==> src/common/issue_cfg.svh <==
/*
 * issue stage configuration
 * data width, register count and commit port sizing for the integer issue path
 */
`ifndef ISSUE_CFG_SVH
`define ISSUE_CFG_SVH

// integer data path width, one machine word
`define ISSUE_XLEN 64

// architectural integer registers and their index width
`define ISSUE_NR_REGS 32
`define ISSUE_REG_ADDR_W 5

// scoreboard transaction id width
`define ISSUE_TRANS_ID_W 3

// write ports coming back from commit
`define ISSUE_NR_COMMIT 2

// zimm lives in the rs1 slot of csr instructions
`define ISSUE_ZIMM_W 5

`endif

==> src/common/issue_pkg.sv <==
/*
 * issue stage types
 * functional unit and operator encodings, data words and commit port arrays
 */
`include "issue_cfg.svh"

package issue_pkg;

    // ------------------------------------------------------------------------
    // functional units and operators
    // ------------------------------------------------------------------------

    // unit that executes an instruction, NONE for nops and pure pass-through
    typedef enum logic [2:0] {
        NONE,
        LOAD,
        STORE,
        ALU,
        CTRL_FLOW,
        MULT,
        CSR
    } fu_t;

    // operator, only carried through to the units
    typedef enum logic [7:0] {
        ADD,
        SUB,
        AND_OP,
        OR_OP,
        SLL,
        MUL,
        BEQ,
        LD,
        SD,
        CSRRW
    } fu_op_t;

    // ------------------------------------------------------------------------
    // data and index types
    // ------------------------------------------------------------------------
    typedef logic [`ISSUE_XLEN-1:0]       data_t;
    typedef logic [`ISSUE_REG_ADDR_W-1:0] reg_addr_t;
    typedef logic [`ISSUE_TRANS_ID_W-1:0] trans_id_t;

    // per register, the unit that will write it next
    typedef fu_t [`ISSUE_NR_REGS-1:0] clobber_t;

    // commit write ports
    typedef reg_addr_t [`ISSUE_NR_COMMIT-1:0] commit_addr_t;
    typedef data_t     [`ISSUE_NR_COMMIT-1:0] commit_data_t;
    typedef logic      [`ISSUE_NR_COMMIT-1:0] commit_we_t;

endpackage

==> src/hw/issue/operand_select.sv <==
/*
 * operand select
 * forms operand a, operand b and imm from regfile, forwarded values and immediates
 */
`timescale 1ns/1ns
`include "issue_cfg.svh"

module operand_select (
    input  issue_pkg::data_t     rdata_a_i,
    input  issue_pkg::data_t     rdata_b_i,
    input  issue_pkg::data_t     rs1_i,
    input  issue_pkg::data_t     rs2_i,
    input  logic                 fwd_rs1_i,
    input  logic                 fwd_rs2_i,
    input  logic                 issue_use_pc_i,
    input  logic                 issue_use_zimm_i,
    input  logic                 issue_use_imm_i,
    input  issue_pkg::fu_t       issue_fu_i,
    input  issue_pkg::reg_addr_t issue_rs1_i,
    input  issue_pkg::data_t     issue_imm_i,
    input  issue_pkg::data_t     issue_pc_i,
    output issue_pkg::data_t     operand_a_o,
    output issue_pkg::data_t     operand_b_o,
    output issue_pkg::data_t     imm_o
);

    issue_pkg::data_t zimm;

    // zero extended rs1 index
    assign zimm = {{(`ISSUE_XLEN-`ISSUE_ZIMM_W){1'b0}}, issue_rs1_i[`ISSUE_ZIMM_W-1:0]};

    // operand a, zimm over pc over forwarded over regfile
    always_comb begin
        if (issue_use_zimm_i) begin
            operand_a_o = zimm;
        end else if (issue_use_pc_i) begin
            operand_a_o = issue_pc_i;
        end else if (fwd_rs1_i) begin
            operand_a_o = rs1_i;
        end else begin
            operand_a_o = rdata_a_i;
        end
    end

    // operand b
    always_comb begin
        operand_b_o = fwd_rs2_i ? rs2_i : rdata_b_i;
        // stores keep rs2 as data, branches compare rs1 and rs2
        if (issue_use_imm_i && issue_fu_i != issue_pkg::STORE
                && issue_fu_i != issue_pkg::CTRL_FLOW) begin
            operand_b_o = issue_imm_i;
        end
    end

    // address offset or branch target always rides on imm
    assign imm_o = issue_imm_i;

endmodule

==> config.mk <==
export PLATFORM = sky130hd
export DESIGN_NAME = operand_select
export DESIGN_NICKNAME = d
export VERILOG_FILES = /design/src/common/issue_pkg.sv /design/src/hw/issue/operand_select.sv
export VERILOG_INCLUDE_DIRS = /design/src /design/src/common
export SDC_FILE = /design/constraint.sdc
export NUM_CORES = 1
export LEC_CHECK = 0
export BUFFER_PORTS_ARGS = -buffer_cell sky130_fd_sc_hd__buf_4
export CORE_AREA = 8 8 221 223
export DETAILED_ROUTE_END_ITERATION = 12
export DIE_AREA = 0 0 229 231
export SYNTH_ARGS = -nofsm -noshare
export SYNTH_HDL_FRONTEND = slang
export SYNTH_SLANG_ARGS = --single-unit
==> constraint.sdc <==
create_clock -name vclk -period 2.82
set_clock_uncertainty 0.15 [all_clocks]
set_input_delay 0.423 -clock vclk [all_inputs]
set_output_delay 0.423 -clock vclk [all_outputs]
set_load 0.01 [all_outputs]
Word level (Yosys, flattened, before mapping) --
Cells that the tools add are included.
Word-level totals: flip-flop bits (word level) 0, bits of input ports 397, logic and storage cells 9, output and inout port bits 192
Cells by class: equal/unequal tests 2, muxes and demuxes 5, reduce and logical (&&, ||, !) cells 2
Operator list (count):
- $mux 64 | 5
- $ne 3x2->1 const B | 1
- $ne 3x3->1 const B | 1
- $logic_and 1x1->1 | 2

Depth between registers and ports, before layout --
word-level depth 4, mapped depth 5, depth with buffers taken out 3

Least setup slack after synthesis --
OpenSTA, ideal clock, no wires.
kind input to output, from input fwd_rs2_i, to output operand_b_o[13], setup slack 790 ps, arrival time 1457 ps, required time 2247 ps, path buffers 2, cell stages on the path 4, cells stage by stage buf_2 > buf_2 > mux2_2 > mux2_2
Between the ends: word-level cells in the longest chain between the ends 2
Ends and longest elaborated chain:
- start, declared | RTL line operand_select.sv:14 | input logic fwd_rs2_i,
- $mux 64 | RTL line operand_select.sv:47 | operand_b_o = fwd_rs2_i ? rs2_i : rdata_b_i;
- $mux 64 | RTL line operand_select.sv:49 | if (issue_use_imm_i && issue_fu_i != issue_pkg::STORE
- end, declared | RTL line operand_select.sv:23 | output issue_pkg::data_t operand_b_o,
No other way between the ends.

Worst setup path after layout --
from input fwd_rs1_i, to output operand_a_o[2]
Between the ends: word-level cells in the longest chain between the ends 3
Ends and longest elaborated chain:
- start, declared | RTL line operand_select.sv:13 | input logic fwd_rs1_i,
- $mux 64 | RTL line operand_select.sv:38 | end else if (fwd_rs1_i) begin
- $mux 64 | RTL line operand_select.sv:36 | end else if (issue_use_pc_i) begin
- $mux 64 | RTL line operand_select.sv:34 | if (issue_use_zimm_i) begin
- end, declared | RTL line operand_select.sv:22 | output issue_pkg::data_t operand_a_o,
No other way between the ends.

==> flow_summary.yaml <==
power:
  combinationalPowerShare_pct: 100.0
  power.switching_mw: 0.6318
  power.internal_mw: 0.8980
  seqPwrFrac_pct: 0
  p_clk_share_pct: 0
  leakage_nw: 4.186
  p_per_area_nw_per_um2: 182.4
  irDropWorstVdd_mv: 0.1003
  swShare_pct: 41.30
  p_total_mw: 1.530
layout:
  final_common_cell: "buf_4"
  area.sequential_um2: 0
  nFlopsAndLatches: 0
  area_growth_pct: 121.7
  clkbuf_count: 0
  final_nets: 1323
  drive_above_1_share_pct: 84.96
  fin_area_um2: 8388
  num_antenna_cells: 0
  final_cell_mix: "buf_4 (592), mux2_2 (187), mux2i_1 (64)"
  fillCellCount: 5095
grt:
  grt_use_total_pct: 11.11
  grt_pass1_wl_um: 44260
  grt_max_degree: 70
  first_global_vias: 5519
  grt_antenna_before_repair: 3
  grt_overflow_total: 0
floorplan:
  coreArea_um2: 45090
  ios: 589
  core.rowCount: 78
  die_h_um: 231
  start_util_pct: 8.392
  chipWidth_um: 229
  die_area_um2: 52900
yosys:
  synth-seq-area-share_pct: 0
  synth_nets: 823
  netlist_top_cells_area: "mux2_2 (56%), mux2i_1 (17%), buf_4 (13%), nor2_1 (5.9%), buf_2 (2.4%)"
  yosysTopAreaCell: "mux2_2"
  synth_cell_types: 12
  synthCells: 426
  synth_top_area_share_pct: 55.65
  netlist_area_um2: 3784
  ys.warnings.count: 0
  syn_avg_cell_area_um2: 8.882
critical_path:
  critPathKind: "primary input to output port"
  endpoint_kind: "output port"
  cp_max_fo: 27
  arrival_ps: 1890
  crit_required_ps: 2250
  cp-start-kind: "primary input"
sta:
  rsz0062_at_grt: "no"
  fin_tns_setup_ps: 0
  whs_ps: 886.2
  setup-violations-final: 0
  period_minus_slack_ps: 2467
  tightest_slew_ps: 723.9
  relSlewSlack_pct: 51.74
  fmax_mhz: 405.4
  slew_violations: 0
  hold_viol: 0
  min_period_over_period_pct: 87.47
worst_hold_path:
  hold-path-endpoint: "imm_o[57]"
  whs_path_depth: 2
  min_from: "issue_imm_i[57]"
  hold_class: "primary input to output port"
placement:
  dp_hpwl_um: 30340
  io_buffers: 589
  finalWeightedCongestion: 0.9369
  placed_area_um2: 8388
run:
  cap_violations: 0
detailed_routing:
  drt_wl_total_um: 33170
  vias_per_cell: 3.498
  wl_per_cell_um: 21.76
  drtPass1Iterations: 5
  drt_iter0_markers: 277
  num_vias: 5331
  drc: 0
  ant_nets: 0
status:
  status: "completed"
clock_network:
  cts_setup_buffers: 0
  holdBufCountCts: 0
  cts_resized: 0
[power by group through the flow]
| stage | clock network, mW | logic, mW | registers (mW) |
|---|---|---|---|
| floorplan | 0 | 0.647 | 0 |
| global route | 0 | 1.60 | 0 |
| detailed placement | 0 | 1.53 | 0 |
| finish | 0 | 1.53 | 0 |
| global placement | 0 | 1.53 | 0 |
| CTS | 0 | 1.54 | 0 |
[Yosys cell counts]
library cell    n
nand2_1         5
buf_6           6
buf_4          67
mux2_1          5
mux2_2        187
o21ai_0         5
xnor2_1         1
buf_2          18
o21ai_4         1
nor2_1         59
clkbuf_1        8
mux2i_1        64
[metal layers]
metal  vias up  GRT usage [%]  routed length (um)
li1       2450              -                   -
met1      2611          14.59               14040
met2       244          18.94               16390
met3        20          2.808                2438
met4         6         0.6774                 263
met5         -              0                  40
[how the worst max path moves through the flow]
| stage | endpoint | start | slack (ps) |
|---|---|---|---|
| 2_1_floorplan | operand_b_o[13] | fwd_rs2_i | 790 |
| 3_3_place_gp | operand_a_o[2] | fwd_rs1_i | 440 |
| 3_5_place_dp | operand_a_o[2] | fwd_rs1_i | 410 |
| 4_1_cts | operand_a_o[2] | fwd_rs1_i | 400 |
| 5_1_grt | operand_a_o[2] | fwd_rs1_i | 330 |
| 6_report | operand_a_o[2] | fwd_rs1_i | 350 |
[critical path: stages]
cell and delay [ps]:
buf_4 340, buf_4 240, mux2_2 340, mux2i_1 230
o21ai_0 120, buf_4 180
[cells by family (layout without fill, tap and decap cells)]
kind of cell	count (synthesis)	after routing	share of synthesized area [%]
AOI/OAI and AO/OA	6	6	1.091
xor gates and xnor gates	1	1	0.2315
buffers and inverters	99	597	18.25
muxes	256	256	74.07
and+or+nand+nor	64	64	6.349
[cell type report]
cell class | count | area, um2 | area share [%]
Multi-Input combinational cell | 327 | 3093 | 36.87
Tap cell | 600 | 750.7 | 8.950
Timing Repair Buffer | 597 | 4544 | 54.18
[per-stage QoR]
step / utilization [%] / setup slack, ps / std cells
2_1_floorplan: - / 790.0 / 426
4_1_cts: 18.60 / 404.6 / 1524
3_5_place_dp: 18.60 / 405.7 / 1524
5_1_grt: 18.60 / 328.1 / 1524
6_report: 18.60 / 353.5 / 1524
3_3_place_gp: 18.60 / 438.2 / 1524
Power figures use the tool's default switching activity.
