[src/common/issue_cfg.svh]
/*
 * issue stage configuration
 * data width, register count and commit port sizing for the integer issue path
 */
`ifndef ISSUE_CFG_SVH
`define ISSUE_CFG_SVH

// integer data path width, one machine word
`define ISSUE_XLEN 64

// architectural integer registers and their index width
`define ISSUE_NR_REGS 32
`define ISSUE_REG_ADDR_W 5

// scoreboard transaction id width
`define ISSUE_TRANS_ID_W 3

// write ports coming back from commit
`define ISSUE_NR_COMMIT 2

// zimm lives in the rs1 slot of csr instructions
`define ISSUE_ZIMM_W 5

`endif

[src/common/issue_pkg.sv]
/*
 * issue stage types
 * functional unit and operator encodings, data words and commit port arrays
 */
`include "issue_cfg.svh"

package issue_pkg;

    // ------------------------------------------------------------------------
    // functional units and operators
    // ------------------------------------------------------------------------

    // unit that executes an instruction, NONE for nops and pure pass-through
    typedef enum logic [2:0] {
        NONE,
        LOAD,
        STORE,
        ALU,
        CTRL_FLOW,
        MULT,
        CSR
    } fu_t;

    // operator, only carried through to the units
    typedef enum logic [7:0] {
        ADD,
        SUB,
        AND_OP,
        OR_OP,
        SLL,
        MUL,
        BEQ,
        LD,
        SD,
        CSRRW
    } fu_op_t;

    // ------------------------------------------------------------------------
    // data and index types
    // ------------------------------------------------------------------------
    typedef logic [`ISSUE_XLEN-1:0]       data_t;
    typedef logic [`ISSUE_REG_ADDR_W-1:0] reg_addr_t;
    typedef logic [`ISSUE_TRANS_ID_W-1:0] trans_id_t;

    // per register, the unit that will write it next
    typedef fu_t [`ISSUE_NR_REGS-1:0] clobber_t;

    // commit write ports
    typedef reg_addr_t [`ISSUE_NR_COMMIT-1:0] commit_addr_t;
    typedef data_t     [`ISSUE_NR_COMMIT-1:0] commit_data_t;
    typedef logic      [`ISSUE_NR_COMMIT-1:0] commit_we_t;

endpackage

[src/hw/issue/issue_hazard_check.sv]
/*
 * issue hazard check
 * operand availability, forwarding selects, unit busy, WAW and issue acknowledge
 */
`timescale 1ns/1ns
`include "issue_cfg.svh"

module issue_hazard_check (
    input  logic                    issue_valid_i,
    input  issue_pkg::fu_t          issue_fu_i,
    input  issue_pkg::reg_addr_t    issue_rs1_i,
    input  issue_pkg::reg_addr_t    issue_rs2_i,
    input  issue_pkg::reg_addr_t    issue_rd_i,
    input  logic                    issue_use_zimm_i,
    input  logic                    issue_ex_valid_i,
    input  issue_pkg::clobber_t     rd_clobber_i,
    input  logic                    rs1_valid_i,
    input  logic                    rs2_valid_i,
    input  logic                    flu_ready_i,
    input  logic                    lsu_ready_i,
    input  logic                    mult_valid_i,
    input  issue_pkg::commit_addr_t waddr_i,
    input  issue_pkg::commit_we_t   we_i,
    output logic                    fwd_rs1_o,
    output logic                    fwd_rs2_o,
    output logic                    issue_ack_o
);

    logic stall;
    logic fu_busy;
    logic rd_free;

    // ------------------------------------------------------------------------
    // source operand availability
    // ------------------------------------------------------------------------
    always_comb begin
        stall     = 1'b0;
        fwd_rs1_o = 1'b0;
        fwd_rs2_o = 1'b0;

        // zimm is an immediate, nothing to wait for on rs1
        if (!issue_use_zimm_i && rd_clobber_i[issue_rs1_i] != issue_pkg::NONE) begin
            // csr results are never forwarded, wait for the register file
            if (rs1_valid_i && rd_clobber_i[issue_rs1_i] != issue_pkg::CSR) begin
                fwd_rs1_o = 1'b1;
            end else begin
                stall = 1'b1;
            end
        end

        if (rd_clobber_i[issue_rs2_i] != issue_pkg::NONE) begin
            if (rs2_valid_i && rd_clobber_i[issue_rs2_i] != issue_pkg::CSR) begin
                fwd_rs2_o = 1'b1;
            end else begin
                stall = 1'b1;
            end
        end
    end

    // busy signal of the unit this instruction needs
    always_comb begin
        case (issue_fu_i)
            issue_pkg::ALU, issue_pkg::CTRL_FLOW, issue_pkg::MULT, issue_pkg::CSR:
                fu_busy = ~flu_ready_i;
            issue_pkg::LOAD, issue_pkg::STORE:
                fu_busy = ~lsu_ready_i;
            default:
                fu_busy = 1'b0;
        endcase
    end

    // ------------------------------------------------------------------------
    // WAW check and acknowledge
    // ------------------------------------------------------------------------
    always_comb begin
        // no pending writer on rd
        rd_free = (rd_clobber_i[issue_rd_i] == issue_pkg::NONE);
        // or the pending writer commits right now
        for (int i = 0; i < `ISSUE_NR_COMMIT; i++) begin
            if (we_i[i] && waddr_i[i] == issue_rd_i) begin
                rd_free = 1'b1;
            end
        end
    end

    always_comb begin
        issue_ack_o = 1'b0;
        if (issue_valid_i) begin
            if (!stall && !fu_busy && rd_free) begin
                issue_ack_o = 1'b1;
            end
            // exceptions and unit-less instructions start nothing, always take them
            if (issue_ex_valid_i || issue_fu_i == issue_pkg::NONE) begin
                issue_ack_o = 1'b1;
            end
        end
        // the multiplier result slot collides with anything but another multiply
        if (mult_valid_i && issue_fu_i != issue_pkg::MULT) begin
            issue_ack_o = 1'b0;
        end
    end

endmodule

[config.mk]
export PLATFORM = sky130hd
export DESIGN_NAME = issue_hazard_check
export DESIGN_NICKNAME = d
export VERILOG_FILES = /design/src/common/issue_pkg.sv /design/src/hw/issue/issue_hazard_check.sv
export VERILOG_INCLUDE_DIRS = /design/src /design/src/common
export SDC_FILE = /design/constraint.sdc
export NUM_CORES = 1
export LEC_CHECK = 0
export BUFFER_PORTS_ARGS = -buffer_cell sky130_fd_sc_hd__buf_2
export CAP_MARGIN = 20
export CORE_MARGIN = 5
export CORE_UTILIZATION = 45
export DETAILED_ROUTE_END_ITERATION = 10
export GPL_TIMING_DRIVEN = 0
export PLACE_DENSITY = 0.84
export REMOVE_ABC_BUFFERS = 1
export SETUP_SLACK_MARGIN = 0.05
export SYNTH_ARGS = -nofsm -noshare
export SYNTH_HDL_FRONTEND = slang
export SYNTH_SLANG_ARGS = --single-unit
[constraint.sdc]
create_clock -name vclk -period 6.4
set_clock_uncertainty 0.1 [all_clocks]
set_input_delay 0.64 -clock vclk [all_inputs]
set_output_delay 0.64 -clock vclk [all_outputs]
set_load 0.01 [all_outputs]
Word-level counts from Yosys, hierarchy flattened. Cells that the tools add are included.

Add/subtract/negate cells: 0. $mul: 0. Divide/modulo/power cells: 0. $lt $le $gt $ge: 3. Equal/unequal tests: 11. Shift-type cells: 0. Mux-type cells: 21. Bitwise operators: 2. Reductions and logical operators: 18.

Operators with widths (number): $bmux W3 S5 (3); $lt A5 B6 Y1 const B (3); $mux W1 (14); $eq A5 B5 Y1 (2); $eq A3 B3 Y1 const B (3); $mux W3 (3); $ne A3 B3 Y1 const B (3); $logic_and A1 B1 Y1 (8); $eq A3 B2 Y1 const B (2); $logic_not A3 Y1 (2); $reduce_bool A3 Y1 (2); $reduce_or A4 Y1 (1); $eq A3 B1 Y1 const B (1); $logic_not A1 Y1 (3); $not A1 Y1 (2); $pmux W1 S2 (1); $reduce_or A2 Y1 (1); $logic_or A1 B1 Y1 (1).

Register bits after elaboration: 0. Latch bits: 0. Memory bits (writable): 0. ROM bits: 0. Output and inout bits: 3. Word-level logic and storage cells: 55. Memories kept: 0.

Depth between registers and ports, before layout.
Word-level depth: 15. Mapped depth: 10. Depth with buffers taken out: 8.

Worst setup path after synthesis. No wires, ideal clock.

Path kind: input to output. Start point: input port issue_rs1_i[0]. End point: output port issue_ack_o. Arrival time: 2.518 ns. Required time: 5.660 ns. Path slack: 3.142 ns. Cell stages on the path: 8. Buffers on the path: 1. Cells stage by stage: buf_2 mux4_2 mux2_2 nand2_1 a32oi_1 nand3b_1 a211o_1 a211oi_2.

Word-level cells in the longest chain between the ends: 15. Elaborated cells on any way between the ends: 17. Those cells by class: eq/ne (1); mux (10); reduce/logical (6).

Ends and longest elaborated chain: from (decl) (line issue_hazard_check.sv:11) `input issue_pkg::reg_addr_t issue_rs1_i,`; $bmux W3 S5 (*) (line issue_hazard_check.sv:42, issue_hazard_check.sv:44); $mux W3 (not written as such) (*) (line issue_hazard_check.sv:42, issue_hazard_check.sv:44); $ne A3 B3 Y1 (line issue_hazard_check.sv:44) `if (rs1_valid_i && rd_clobber_i[issue_rs1_i] != issue_pkg::CSR) begin`; $logic_and A1 B1 Y1 (line issue_hazard_check.sv:44); $mux W1 (line issue_hazard_check.sv:44); $mux W1 (*) (line issue_hazard_check.sv:42) `if (!issue_use_zimm_i && rd_clobber_i[issue_rs1_i] != issue_pkg::NONE) begin`; $mux W1 (line issue_hazard_check.sv:52) `if (rs2_valid_i && rd_clobber_i[issue_rs2_i] != issue_pkg::CSR) begin`; $mux W1 (*) (line issue_hazard_check.sv:51) `if (rd_clobber_i[issue_rs2_i] != issue_pkg::NONE) begin`; $logic_not A1 Y1 (*) (line issue_hazard_check.sv:89) `if (!stall && !fu_busy && rd_free) begin`; $logic_and A1 B1 Y1 (*) (2 in series) (line issue_hazard_check.sv:89); $mux W1 (*) (line issue_hazard_check.sv:89); $mux W1 (*) (line issue_hazard_check.sv:93) `if (issue_ex_valid_i || issue_fu_i == issue_pkg::NONE) begin`; $mux W1 (*) (line issue_hazard_check.sv:88) `if (issue_valid_i) begin`; $mux W1 (*) (line issue_hazard_check.sv:98) `if (mult_valid_i && issue_fu_i != issue_pkg::MULT) begin`; to (decl) (line issue_hazard_check.sv:26) `output logic issue_ack_o`.

Mark *: on every way between the ends. The rest lies on a longest branch, timed or not. The select of a mux whose other input is x is not followed.

Worst setup path after layout.
Start point: input port issue_rs1_i[1]. End point: output port issue_ack_o.

The elaborated chain is that of the path after synthesis.

==> impl_results.md <==
* Fin. Hold Viols at 0
* Area contributors post-synth: mux4_2 (23%), mux2i_1 (16%), nor4_1 (4.3%), xor2_1 (3.5%), a21oi_1 (3.4%)
* HP Class: primary input to output pin
* Pins over their slew limit at 0
* Vias in the first global route at approximately 3200
* Gr usage total at between 20 and 30%
* Die ar. at 7090 um^2
* Leakage power at between 1 and 1.5 nW
* Synth warn at 0
* Core Area at around 5400 um^2
* Antenna viol nets, final at 0
* Part of the power in combinational logic at 100.0%
* Layout cells sized above 1 at between 40% and 50%
* Number of antenna violations at the first check in global routing at 1
* Critical path class: primary input to output pin
* First-pass GRT wire length at 16200 um
* Seq/Total Area, Yosys at 0%
* Vias at 3238
* CP max stage cell: buf_2
* Post-CTS Hold Buffers at 0
* FF+latch area at 0 um^2
* Slew at the pin closest to its max-slew limit at between 1 and 1.5 ns
* Multi-input logic area at about 2300 um^2
* Setup TNS at 0 ns
* Final WL at between 10000 and 15000 um
* Setup crit end: issue_ack_o
* CP max stage delay at just under 0.8 ns
* GR Overflow Total at 0
* Internal at between 100 and 150 uW
* Fillers at between 500 and 600
* Placement Cell Area at between 3000 and 4000 um^2
* Most frequent cell after synthesis: mux2i_1
* Synthesis-to-finish area growth at 25.6%
* Maximum clock frequency at between 200 and 250 MHz
* Crit-path max FO at 38
* Critical path buffers and inverters at 2
* CP Cell Sequence: buf_2 > mux4_2 > o2111ai_1 > nand3_1 > a41oi_2 > nand3b_1 > a211o_1 > a211oi_2 > buf_2
* Relative slew slack at a little under 30%
* Initial Util at 45.6%
* Net Sw Power at about 120 uW
* DR iter-0 viols at 252
* Post-DR vias/cell at 6.64
* Worst EP required at about 5.7 ns
* Sw frac at a little over half
* Design area at around 3100 um^2
* Antenna diodes at 0
* Largest net degree at the start of global routing at 39
* Syn Std Cell Area at 2480 um^2
* Die width at between 80 and 90 um
* Clk pwr share at 0%
* Yosys cell types at 49
* Sequential Power Share at 0%
* I/O pin total at about 140
* Post-synth top cells: mux2i_1 (40), mux4_2 (25), nand2_1 (21), nor2_1 (18)
* Worst path most repeated cell: buf_2
* Post-CTS setup buffers at 0
* RSZ-0062 raised after global routing: no
* Period utilisation layout at between 60 and 70%
* Worst Setup Start Kind: primary input
* Worst path top cell family by delay: compound AO/OA/AOI/OAI gates
* WHS at 1.46 ns
* First-pass DRT Iterations at 4
* Nets at 552
* Max Cap Viol at 0
* Top cell type by total area after synthesis: mux4_2
* Status: completed
* Resized Gates After CTS at 0
* Launch point of the critical path: issue_rs1_i[1]
* Gpl congestion at 0.941
* Post-DP HPWL at 8150 um
* Synth Instances at roughly 310
* Crit. End Element: output pin
* Cell Pwr Density at around 71 nW/um^2
* Post-layout minimum cycle time at 4.30 ns
* Port bufs at around 140
* Sequential cells at 0
* Synth top area share at between 20 and 25%
* Path length in cells of the critical path at 9
* Worst Path Arrival at 3.56 ns
* Synth Area per Inst at roughly 8.0 um^2
* Core Rows at 27
* Die H at between 80 and 90 um
* Setup violations, final at 0
* Layout clock buffer count at 0
* Avg WL per Cell at about 21 um
* DRC Markers at 0
* VDD IR-drop max at about 0.000048 V
-- metrics by stage --
| stage | setup WS [ns] | power [mW] | util, % | std cells |
|---|---|---|---|---|
| final | 2.10 | 0.223 | 57.3 | 488 |
| after global routing | 1.91 | 0.241 | 57.3 | 488 |
| after CTS | 2.10 | 0.219 | 57.3 | 488 |
| after detailed placement | 2.11 | 0.218 | 57.3 | 488 |
| after global placement | 2.13 | 0.215 | 57.3 | 488 |
| after floorplan | 3.25 | 0.105 | - | 279 |
-- cells in the final DEF (no fill, tap or decap), types with 5 or more instances in the layout --
cell / Yosys / final
buf_2: 10 / 137
mux2i_1: 40 / 40
mux4_2: 25 / 25
nand2_1: 21 / 21
nor2_1: 18 / 18
a21oi_1: 17 / 17
nor4_1: 17 / 17
nor3_1: 15 / 15
nand3_1: 14 / 14
nor2b_1: 10 / 10
xor2_1: 10 / 10
o2111ai_1: 9 / 9
o211ai_1: 8 / 8
nor4b_1: 7 / 7
a211oi_1: 7 / 7
mux2_1: 5 / 5
-- per-layer routing --
layer,vias to the layer above,GRT usage (%),share of wire [%]
met5,-,0,0.13
met4,2,5.70,2.0
met3,18,4.91,9.6
met2,190,46.7,49
met1,1544,36.7,40
li1,1484,-,-
-- power by group through the flow --
stage,Combinational [mW],Clock [mW],Sequential (mW)
floorplan,0.105,0,0
global placement,0.215,0,0
detailed placement,0.218,0,0
CTS,0.219,0,0
global route,0.241,0,0
finish,0.223,0,0
-- logic make-up after synthesis --
logic type      share of synthesized area (%)
buf+inv                                  6.41
simple gates                             24.4
mux                                      42.0
compound gates                           22.9
xor+xnor                                 4.24
-- worst min path at each step --
stage | from | to | depth (start not counted)
5_1_grt | issue_use_zimm_i | fwd_rs1_o | 3
4_1_cts | issue_use_zimm_i | fwd_rs1_o | 3
2_1_floorplan | issue_use_zimm_i | fwd_rs1_o | 1
6_report | issue_use_zimm_i | fwd_rs1_o | 3
3_5_place_dp | issue_use_zimm_i | fwd_rs1_o | 3
3_3_place_gp | issue_use_zimm_i | fwd_rs1_o | 3
-- layout make-up --
| cell class | count | area share (%) |
|---|---|---|
| tap | 72 | 2.89 |
| inverter | 5 | 0.603 |
| multi-input combinational | 274 | 74.5 |
| timing repair buffer | 137 | 22.0 |
(Power assumes the default switching activity.)
