===== src/common/issue_cfg.svh =====
/*
 * issue stage configuration
 * data width, register count and commit port sizing for the integer issue path
 */
`ifndef ISSUE_CFG_SVH
`define ISSUE_CFG_SVH

// integer data path width, one machine word
`define ISSUE_XLEN 64

// architectural integer registers and their index width
`define ISSUE_NR_REGS 32
`define ISSUE_REG_ADDR_W 5

// scoreboard transaction id width
`define ISSUE_TRANS_ID_W 3

// write ports coming back from commit
`define ISSUE_NR_COMMIT 2

// zimm lives in the rs1 slot of csr instructions
`define ISSUE_ZIMM_W 5

`endif


===== src/common/issue_pkg.sv =====
/*
 * issue stage types
 * functional unit and operator encodings, data words and commit port arrays
 */
`include "issue_cfg.svh"

package issue_pkg;

    // ------------------------------------------------------------------------
    // functional units and operators
    // ------------------------------------------------------------------------

    // unit that executes an instruction, NONE for nops and pure pass-through
    typedef enum logic [2:0] {
        NONE,
        LOAD,
        STORE,
        ALU,
        CTRL_FLOW,
        MULT,
        CSR
    } fu_t;

    // operator, only carried through to the units
    typedef enum logic [7:0] {
        ADD,
        SUB,
        AND_OP,
        OR_OP,
        SLL,
        MUL,
        BEQ,
        LD,
        SD,
        CSRRW
    } fu_op_t;

    // ------------------------------------------------------------------------
    // data and index types
    // ------------------------------------------------------------------------
    typedef logic [`ISSUE_XLEN-1:0]       data_t;
    typedef logic [`ISSUE_REG_ADDR_W-1:0] reg_addr_t;
    typedef logic [`ISSUE_TRANS_ID_W-1:0] trans_id_t;

    // per register, the unit that will write it next
    typedef fu_t [`ISSUE_NR_REGS-1:0] clobber_t;

    // commit write ports
    typedef reg_addr_t [`ISSUE_NR_COMMIT-1:0] commit_addr_t;
    typedef data_t     [`ISSUE_NR_COMMIT-1:0] commit_data_t;
    typedef logic      [`ISSUE_NR_COMMIT-1:0] commit_we_t;

endpackage


===== src/hw/issue/issue_dispatch_reg.sv =====
/*
 * ID/EX dispatch registers
 * operand and control registers plus one start valid per functional unit
 */
`timescale 1ns/1ns
`include "issue_cfg.svh"

module issue_dispatch_reg (
    input  logic                 clk_i,
    input  logic                 rst_ni,
    input  logic                 flush_i,
    input  logic                 issue_valid_i,
    input  logic                 issue_ack_i,
    input  logic                 issue_ex_valid_i,
    input  issue_pkg::fu_t       issue_fu_i,
    input  issue_pkg::fu_op_t    issue_op_i,
    input  issue_pkg::trans_id_t issue_trans_id_i,
    input  issue_pkg::data_t     issue_pc_i,
    input  issue_pkg::data_t     operand_a_i,
    input  issue_pkg::data_t     operand_b_i,
    input  issue_pkg::data_t     imm_i,
    output issue_pkg::data_t     operand_a_o,
    output issue_pkg::data_t     operand_b_o,
    output issue_pkg::data_t     imm_o,
    output issue_pkg::fu_t       fu_o,
    output issue_pkg::fu_op_t    operator_o,
    output issue_pkg::trans_id_t trans_id_o,
    output issue_pkg::data_t     pc_o,
    output logic                 alu_valid_o,
    output logic                 branch_valid_o,
    output logic                 lsu_valid_o,
    output logic                 mult_valid_o,
    output logic                 csr_valid_o
);

    logic start;

    // accepted and clean, a unit may be started
    assign start = issue_valid_i && issue_ack_i && !issue_ex_valid_i;

    // ------------------------------------------------------------------------
    // unit valids, one cycle pulses
    // ------------------------------------------------------------------------
    always_ff @(posedge clk_i or negedge rst_ni) begin
        if (!rst_ni) begin
            alu_valid_o    <= 1'b0;
            branch_valid_o <= 1'b0;
            lsu_valid_o    <= 1'b0;
            mult_valid_o   <= 1'b0;
            csr_valid_o    <= 1'b0;
        end else begin
            alu_valid_o    <= start && !flush_i && issue_fu_i == issue_pkg::ALU;
            branch_valid_o <= start && !flush_i && issue_fu_i == issue_pkg::CTRL_FLOW;
            // loads and stores share the lsu
            lsu_valid_o    <= start && !flush_i && (issue_fu_i == issue_pkg::LOAD
                                                 || issue_fu_i == issue_pkg::STORE);
            mult_valid_o   <= start && !flush_i && issue_fu_i == issue_pkg::MULT;
            csr_valid_o    <= start && !flush_i && issue_fu_i == issue_pkg::CSR;
        end
    end

    // ------------------------------------------------------------------------
    // payload, loaded every cycle
    // ------------------------------------------------------------------------
    always_ff @(posedge clk_i or negedge rst_ni) begin
        if (!rst_ni) begin
            operand_a_o <= '0;
            operand_b_o <= '0;
            imm_o       <= '0;
            fu_o        <= issue_pkg::NONE;
            operator_o  <= issue_pkg::ADD;
            trans_id_o  <= '0;
            pc_o        <= '0;
        end else begin
            operand_a_o <= operand_a_i;
            operand_b_o <= operand_b_i;
            imm_o       <= imm_i;
            fu_o        <= issue_fu_i;
            operator_o  <= issue_op_i;
            trans_id_o  <= issue_trans_id_i;
            pc_o        <= issue_pc_i;
        end
    end

endmodule


===== config.mk =====
export PLATFORM = sky130hd
export DESIGN_NAME = issue_dispatch_reg
export DESIGN_NICKNAME = d
export VERILOG_FILES = /design/src/common/issue_pkg.sv /design/src/hw/issue/issue_dispatch_reg.sv
export VERILOG_INCLUDE_DIRS = /design/src /design/src/common
export SDC_FILE = /design/constraint.sdc
export NUM_CORES = 1
export LEC_CHECK = 0
export ABC_AREA = 1
export BUFFER_PORTS_ARGS = -buffer_cell sky130_fd_sc_hd__buf_2
export CORE_AREA = 2 2 214 216
export DETAILED_ROUTE_END_ITERATION = 10
export DIE_AREA = 0 0 216 218
export PLACE_DENSITY = 0.39
export SLEW_MARGIN = 20
export SYNTH_ARGS = -nofsm -noshare
export SYNTH_HDL_FRONTEND = slang
export SYNTH_SLANG_ARGS = --single-unit

===== constraint.sdc =====
create_clock -name clk_i -period 0.8 [get_ports clk_i]
set_input_delay 0.16 -clock clk_i [delete_from_list [all_inputs] [get_ports clk_i]]
set_output_delay 0.16 -clock clk_i [all_outputs]
set_load 0.05 [all_outputs]

# Yosys cells after proc, flatten, opt, wreduce, memory -nomap -nowiden
# Index checks and enable logic that the tools add are counted.
[totals] word_cells=29 ff_bits=275 out_inout_bits=275
[op_classes] n_reduce_logical=11 n_eq_ne=6
[op_table] op="$eq A3 B3 Y1 const B" n=3
[op_table] op="$logic_and A1 B1 Y1" n=8
[op_table] op="$eq A3 B2 Y1 const B" n=2
[op_table] op="$eq A3 B1 Y1 const B" n=1
[op_table] op="$logic_not A1 Y1" n=2
[op_table] op="$logic_or A1 B1 Y1" n=1

# Depth between registers and ports, before layout
# Gate-level depths: netlist (run 1).
[logic_depth] depth_word=4 mapped_depth=4

# Least setup slack after synthesis (run 1)
# No wires, ideal clock.
[synth_path] path_type="flip-flop to output port" start="register alu_valid_o" end="output port alu_valid_o" slack_ns=0.054 stages_incl_launch_ff=1 t_required_ns=0.640 path_buffers=0 arrival_time_ns=0.586 cell_sequence="dfrtp_1"
[synth_lines] item="start, declared" line_no="issue_dispatch_reg.sv:29" source="output logic alu_valid_o,"
[synth_lines] item="start signal, assigned" line_no="issue_dispatch_reg.sv:52" source="alu_valid_o <= start && !flush_i && issue_fu_i == issue_pkg::ALU;"
# No word-level cell between the ends.

# Final worst setup path (run 1)
[layout_path] start="register pc_o[2]" end="output port pc_o[2]"
[layout_lines] item="start, declared" line_no="issue_dispatch_reg.sv:28" source="output issue_pkg::data_t pc_o,"
[layout_lines] item="start signal, assigned" line_no="issue_dispatch_reg.sv:81" source="pc_o <= issue_pc_i;"
# No word-level cell between the ends.

==> metrics.yaml, run 1 <==
status:
  status: "finished with violations"
  violations: "setup timing"
setup_path:
  cp_max_fo: 1
  cp_slowest_stage_delay_ns: 0.42
  crit_type: "reg2out"
  cp-start-kind: "register"
  slowest_stage: "dfrtp_1"
  cpLargestDelayFamily: "flip-flops"
  worstPathArrival_ns: 1.10
  required_ns: 0.64
  worst_setup_path_end_kind: "output port"
  crit_chain: "buf_12"
  crit_path_start: "pc_o[2]$_DFF_PN0_"
  cp_num_buf_inv: 1
clocking:
  tritoncts: "yes"
  cts_buffers: 34
  clk_pin_slew_worst_paths_ns: 0.06
  cts_buffer_depth: 3
  cts_sinks: 275
  root_buffer: "clkbuf_16"
  htree_levels: 2
placed_design:
  dpl_cell_area_mm2: 0.0109
  io_buffer_count: 550
  gp_congestion: 0.761
  hpwl_um: 19000
min_path:
  hold_start: "issue_ack_i"
  min_delay_worst_endpoint: "csr_valid_o$_DFF_PN0_"
  hold_depth: 5
  hold_class: "in2reg"
yosys:
  ys_ff_latch: 275
  synth_nets: 571
  synth_area_mm2: 0.00697
  yosys.area.top_type: "dfrtp_1"
  yosys-top-cells-area: "dfrtp_1, nand2_1, nor2_1"
  synth_seq_area_share_pct: 98.8
  syn_avg_cell_area_um2: 23.6
  synth_top_area_share_pct: 98.8
  syn_inst: 295
  yosysWarnings: 0
  ys_types: 6
route:
  vias: 6016
  antenna_left: 0
  detail_route.wl_per_cell_um: 15.7
  drt-pass1-iter-count: 3
  finalWirelength_um: 28200
  drt_iter0_markers: 165
  vias_per_cell: 3.34
  drc: 0
power_and_ir_drop:
  ir_worst_vdd_mv: 1.61
  p_int_uw: 27000
  switchingPower_uw: 9990
  leakage_uw: 0.00790
  seq_power_share_pct: 40.5
  power-per-cell-area_mw_per_mm2: 2250
  power_frac_comb_pct: 17.8
  power_frac_clock_pct: 41.7
  swShare_pct: 27.0
timing:
  fin_tns_setup_ns: -111.63
  tightest_slew_ns: 0.311
  finalCriticalPeriod_ns: 1.26
  relSlewSlack_pct: 79.3
  report.final.hold_viol_count: 0
  setup_ws_ns: -0.463
  period_share_pct: 158
  setup_viol: 275
  rsz0062_at_grt: "true"
  fmax_ghz: 0.792
  slew_viol_final: 0
global_route:
  grt_util_met1_pct: 11.6
  grt_antenna_before_repair: 1
  grt_pass1_vias: 7123
  grt_max_degree: 31
  grt_use_total_pct: 11.7
  use_met2_pct: 21.6
  overflow: 0
  use_met3_pct: 3.91
  top_usage_layer: "met2"
  grt_first_pass_wirelength_um: 41100
die:
  die_w_um: 216
  fp.coreArea_mm2: 0.0449
  die_h_um: 218
  ios: 551
  start_util_pct: 15.5
  die-area_mm2: 0.0471
  rows: 78
finish:
  layout.nets: 1453
  final_area_mm2: 0.0164
  most-common-layout-cells: "dfrtp_1, buf_2, dlygate4sd3_1, buf_6, clkbuf_16"
  final_common_cell: "dfrtp_1"
  syn_to_final_growth_pct: 136
  drive_above_1_share_pct: 52.1
run:
  cap_violations: 0
cells in the mapped netlist, drive strengths merged:
master	count
nand3	3
inv	4
nor2	6
dfrtp	275
nand2	7
repair_timing:
action	in CTS	in global routing
hold buffers	273	0
endpoints found under the setup margin	275	275
setup buffers	0	0
hold endpoints to repair	550	0
resized for setup	542	0
routing by layer:
metal,vias to the layer above,wire length (um),part of all wire (%)
li1,2693,-,-
met1,2951,9360,33
met2,303,15500,55
met3,69,2240,7.9
met4,0,1120,4.0
met5,-,0,0
final cells by class:
| type | count | area (um^2) |
|---|---|---|
| Antenna cell | 1 | 2.50 |
| Fill cell | 4216 | 28500 |
| Inverter | 4 | 15.0 |
| Tap cell | 600 | 751 |
| Sequential cell | 275 | 6880 |
| Timing Repair Buffer | 846 | 7590 |
| Multi-Input combinational cell | 16 | 71.3 |
| Clock buffer | 48 | 975 |
| Clock inverter | 12 | 156 |
per-stage QoR:
stage          power [uW]  setup slack, ns  instances  utilization [%]  hold slack, ns
2_1_floorplan       17600           0.0541        295                -          -0.136
4_1_cts             37600           -0.529       1801             36.6         0.00436
5_1_grt             38500           -0.526       1802             36.6          0.0241
3_5_place_dp        19700          0.00309       1468             24.2           0.107
6_report            37000           -0.463       1802             36.6          0.0339
3_3_place_gp        19700          0.00767       1468             24.2           0.109
kinds of logic (layout without fill, tap and decap cells):
family                 count (synthesis)  count (layout)  share of synthesized area (%)
other                                  0               1                              0
flip-flops                           275             275                           98.8
buffers and inverters                  4             910                          0.215
AND/OR/NAND/NOR                       16              16                           1.02
flip-flops by register name (all words and copies together), names as in the netlist, 3 cells and up:
register / count
pc_o: 64
trans_id_o: 3
operator_o: 8
operand_b_o: 64
fu_o: 3
operand_a_o: 64
imm_o: 64
worst max-delay path by stage:
| stage | to | slack, ns | cells after the start |
|---|---|---|---|
| after global placement | imm_o[58] | 0.008 | 1 |
| final | pc_o[2] | -0.46 | 1 |
| after detailed placement | alu_valid_o | 0.003 | 1 |
| after global routing | pc_o[2] | -0.53 | 1 |
| after floorplan | alu_valid_o | 0.05 | 0 |
| after CTS | pc_o[2] | -0.53 | 1 |
power groups by stage:
stage	Sequential [uW]	Combinational, uW	Clock (uW)
2_1_floorplan	17600	20.6	0
3_3_place_gp	15000	4680	0
3_5_place_dp	15000	4680	0
4_1_cts	15000	6610	16000
5_1_grt	15000	6870	16600
6_report	15000	6590	15400
Power figures use the tool's default switching activity.
==> run 2: changes to the inputs <==
--- a/config.mk
+++ b/config.mk
@@ -6,12 +6,12 @@
 export SDC_FILE = /design/constraint.sdc
 export NUM_CORES = 1
 export LEC_CHECK = 0
-export ABC_AREA = 1
 export BUFFER_PORTS_ARGS = -buffer_cell sky130_fd_sc_hd__buf_2
 export CORE_AREA = 2 2 214 216
 export DETAILED_ROUTE_END_ITERATION = 10
 export DIE_AREA = 0 0 216 218
 export PLACE_DENSITY = 0.39
+export REMOVE_ABC_BUFFERS = 1
 export SLEW_MARGIN = 20
 export SYNTH_ARGS = -nofsm -noshare
 export SYNTH_HDL_FRONTEND = slang
==> run 2 against run 1 <==
The run still ends with setup timing left. Cell count down 0.89%. Via count down 2.2%. Non-clock buffer count down 2. Maximum frequency up 1.2%. Synthesized cell count down 3.7%. Die area unchanged. Global-route usage down 0.54 points. Design area down 0.48%. Sequential cell count unchanged. Sequential share of layout area up 0.20 points. Combinational power down 1%. Critical path type unchanged.
==> metrics.yaml, run 2 <==
status:
  status: "finished with violations"
  violations: "setup timing"
global_route:
  grt_pass1_vias: 6895
  grt_max_degree: 45
  grt_use_total_pct: 11.2
  grt_antenna_before_repair: 0
  overflow: 0
  grt_first_pass_wirelength_um: 39500
setup_path:
  cp_slowest_stage_delay_ns: 0.41
  crit_type: "reg2out"
  cpLargestDelayFamily: "flip-flops"
  cp_num_buf_inv: 1
  required_ns: 0.64
  slowest_stage: "dfrtp_1"
  crit_chain: "buf_6"
  cp_num_cells: 1
  cp_max_fo: 1
  worstPathArrival_ns: 1.09
  worst_setup_path_end_kind: "output port"
  cp-start-kind: "register"
placed_design:
  place_inst: 1457
  hpwl_um: 18900
  dpl_cell_area_mm2: 0.0108
  gp_congestion: 0.789
  io_buffer_count: 550
die:
  rows: 78
  die_w_um: 216
  start_util_pct: 15.5
  die_h_um: 218
  fp.coreArea_mm2: 0.0449
  ios: 551
  die-area_mm2: 0.0471
finish:
  most-common-layout-cells: "dfrtp_1, buf_6, buf_2, dlygate4sd3_1, clkbuf_16"
  drive_above_1_share_pct: 52.8
  fillers: 4292
  syn_to_final_growth_pct: 135
  final_cells: 1786
  layout.nets: 1440
  diodes: 0
  final_area_mm2: 0.0164
  final_common_cell: "dfrtp_1"
yosys:
  ys_ff_latch: 275
  synth_edf_count: 0
  syn_avg_cell_area_um2: 24.5
  synth_seq_area_share_pct: 98.8
  ys_types: 9
  synth_common_cells: "dfrtp_1, nor3_1"
  yosys-top-cells-area: "dfrtp_1, nand4bb_4, and4bb_2"
  yosysWarnings: 0
  ys_async_sr_fraction_pct: 100
  syn_inst: 284
  yosysMostFrequentCell: "dfrtp_1"
  synth_top_area_share_pct: 98.8
  synth_flop_cell: "dfrtp_1"
  yosys.area.top_type: "dfrtp_1"
  synth_area_mm2: 0.00696
timing:
  tightest_slew_ns: 0.257
  setup_viol: 275
  report.final.hold_viol_count: 0
  slew_viol_final: 0
  fin_tns_setup_ns: -109.92
  finalCriticalPeriod_ns: 1.25
  fmax_ghz: 0.801
  period_share_pct: 156
  relSlewSlack_pct: 82.8
  rsz0062_at_grt: "true"
  setup_ws_ns: -0.448
route:
  antenna_left: 0
  finalWirelength_um: 26900
  vias_per_cell: 3.30
  detail_route.wl_per_cell_um: 15.1
  met3_length_um: 2080
  vias: 5886
  wl_met1_um: 9410
  drc: 0
  drt-pass1-iter-count: 3
  routed.top_layer: "met4"
  wl_met2_um: 14600
  drt_iter0_markers: 117
power_and_ir_drop:
  ir_worst_vdd_mv: 1.62
  leakage_uw: 0.00784
  power-per-cell-area_mw_per_mm2: 2240
clocking:
  htree_levels: 2
  cts_buffers: 34
  cts_sinks: 275
  cts_setup_buffers: 0
  tritoncts: "yes"
  cts_buffer_depth: 3
  root_buffer: "clkbuf_16"
  clk_pin_slew_worst_paths_ns: 0.06
min_path:
  hold_depth: 3
  hold_class: "in2reg"
run:
  cap_violations: 0
## run 2: changes by cell type after synthesis, sizes merged
cell | previous run | this run
xnor2 | 0 | 1
and4bb | 0 | 1
nand4bb | 0 | 1
nor3 | 0 | 2
nand3 | 3 | 0
nand3b | 0 | 1
nand2 | 7 | 1
nor2 | 6 | 1
inv | 4 | 0
nor4b | 0 | 1
## run 2: path summary, 6_finish.rpt
kind / startpoint / endpoint / slack [ns]
min in group asynchronous: rst_ni / imm_o[26]$_DFF_PN0_ / 0.21
min: flush_i / mult_valid_o$_DFF_PN0_ / 0.11
max in group asynchronous: rst_ni / operand_a_o[17]$_DFF_PN0_ / 0.21
max: alu_valid_o$_DFF_PN0_ / alu_valid_o / -0.45
## run 2: final cells by class
type,count,area [um^2],share of cell area (%)
Sequential cell,275,6880,42.1
Tap cell,600,751,4.59
Clock buffer,48,1020,6.22
Multi-Input combinational cell,9,97.6,0.597
Clock inverter,10,111,0.681
Timing Repair Buffer,844,7500,45.9
## run 2: report_power, final
group          switching, uW  internal (uW)
logic                   3680           2830
clock network           5720           9490
registers                345          14600
total                   9750          26900
## run 2: per-stage QoR
| stage | hold slack [ns] | total power, uW | worst slack (ns) | util (%) |
|---|---|---|---|---|
| final | 0.108 | 36700 | -0.448 | 36.4 |
| after global routing | 0.119 | 38300 | -0.499 | 36.4 |
| after CTS | 0.0762 | 37300 | -0.498 | 36.4 |
| after detailed placement | 0.148 | 19600 | -0.169 | 24.0 |
| after global placement | 0.148 | 19600 | -0.170 | 24.0 |
| after floorplan | -0.136 | 17600 | 0.0541 | - |
## run 2: kinds of logic after synthesis
kind of cell / Yosys count / synth area share [%]
flops: 275 / 98.8
simple gates: 8 / 1.06
xor+xnor: 1 / 0.126
## run 2: per-layer routing
metal,vias up,global-route usage [%]
met1,2890,11.7
met4,0,4.82
met2,288,20.3
li1,2660,-
met3,48,3.70
met5,-,0
## run 2: repair_timing
| item | CTS | global route |
|---|---|---|
| endpoints found under the setup margin | 275 | 277 |
| cloned | 0 | 0 |
| hold buffers | 273 | 0 |
| hold endpoints to repair | 550 | 0 |
| pin swaps | 0 | 1 |
| gates resized for setup | 546 | 4 |
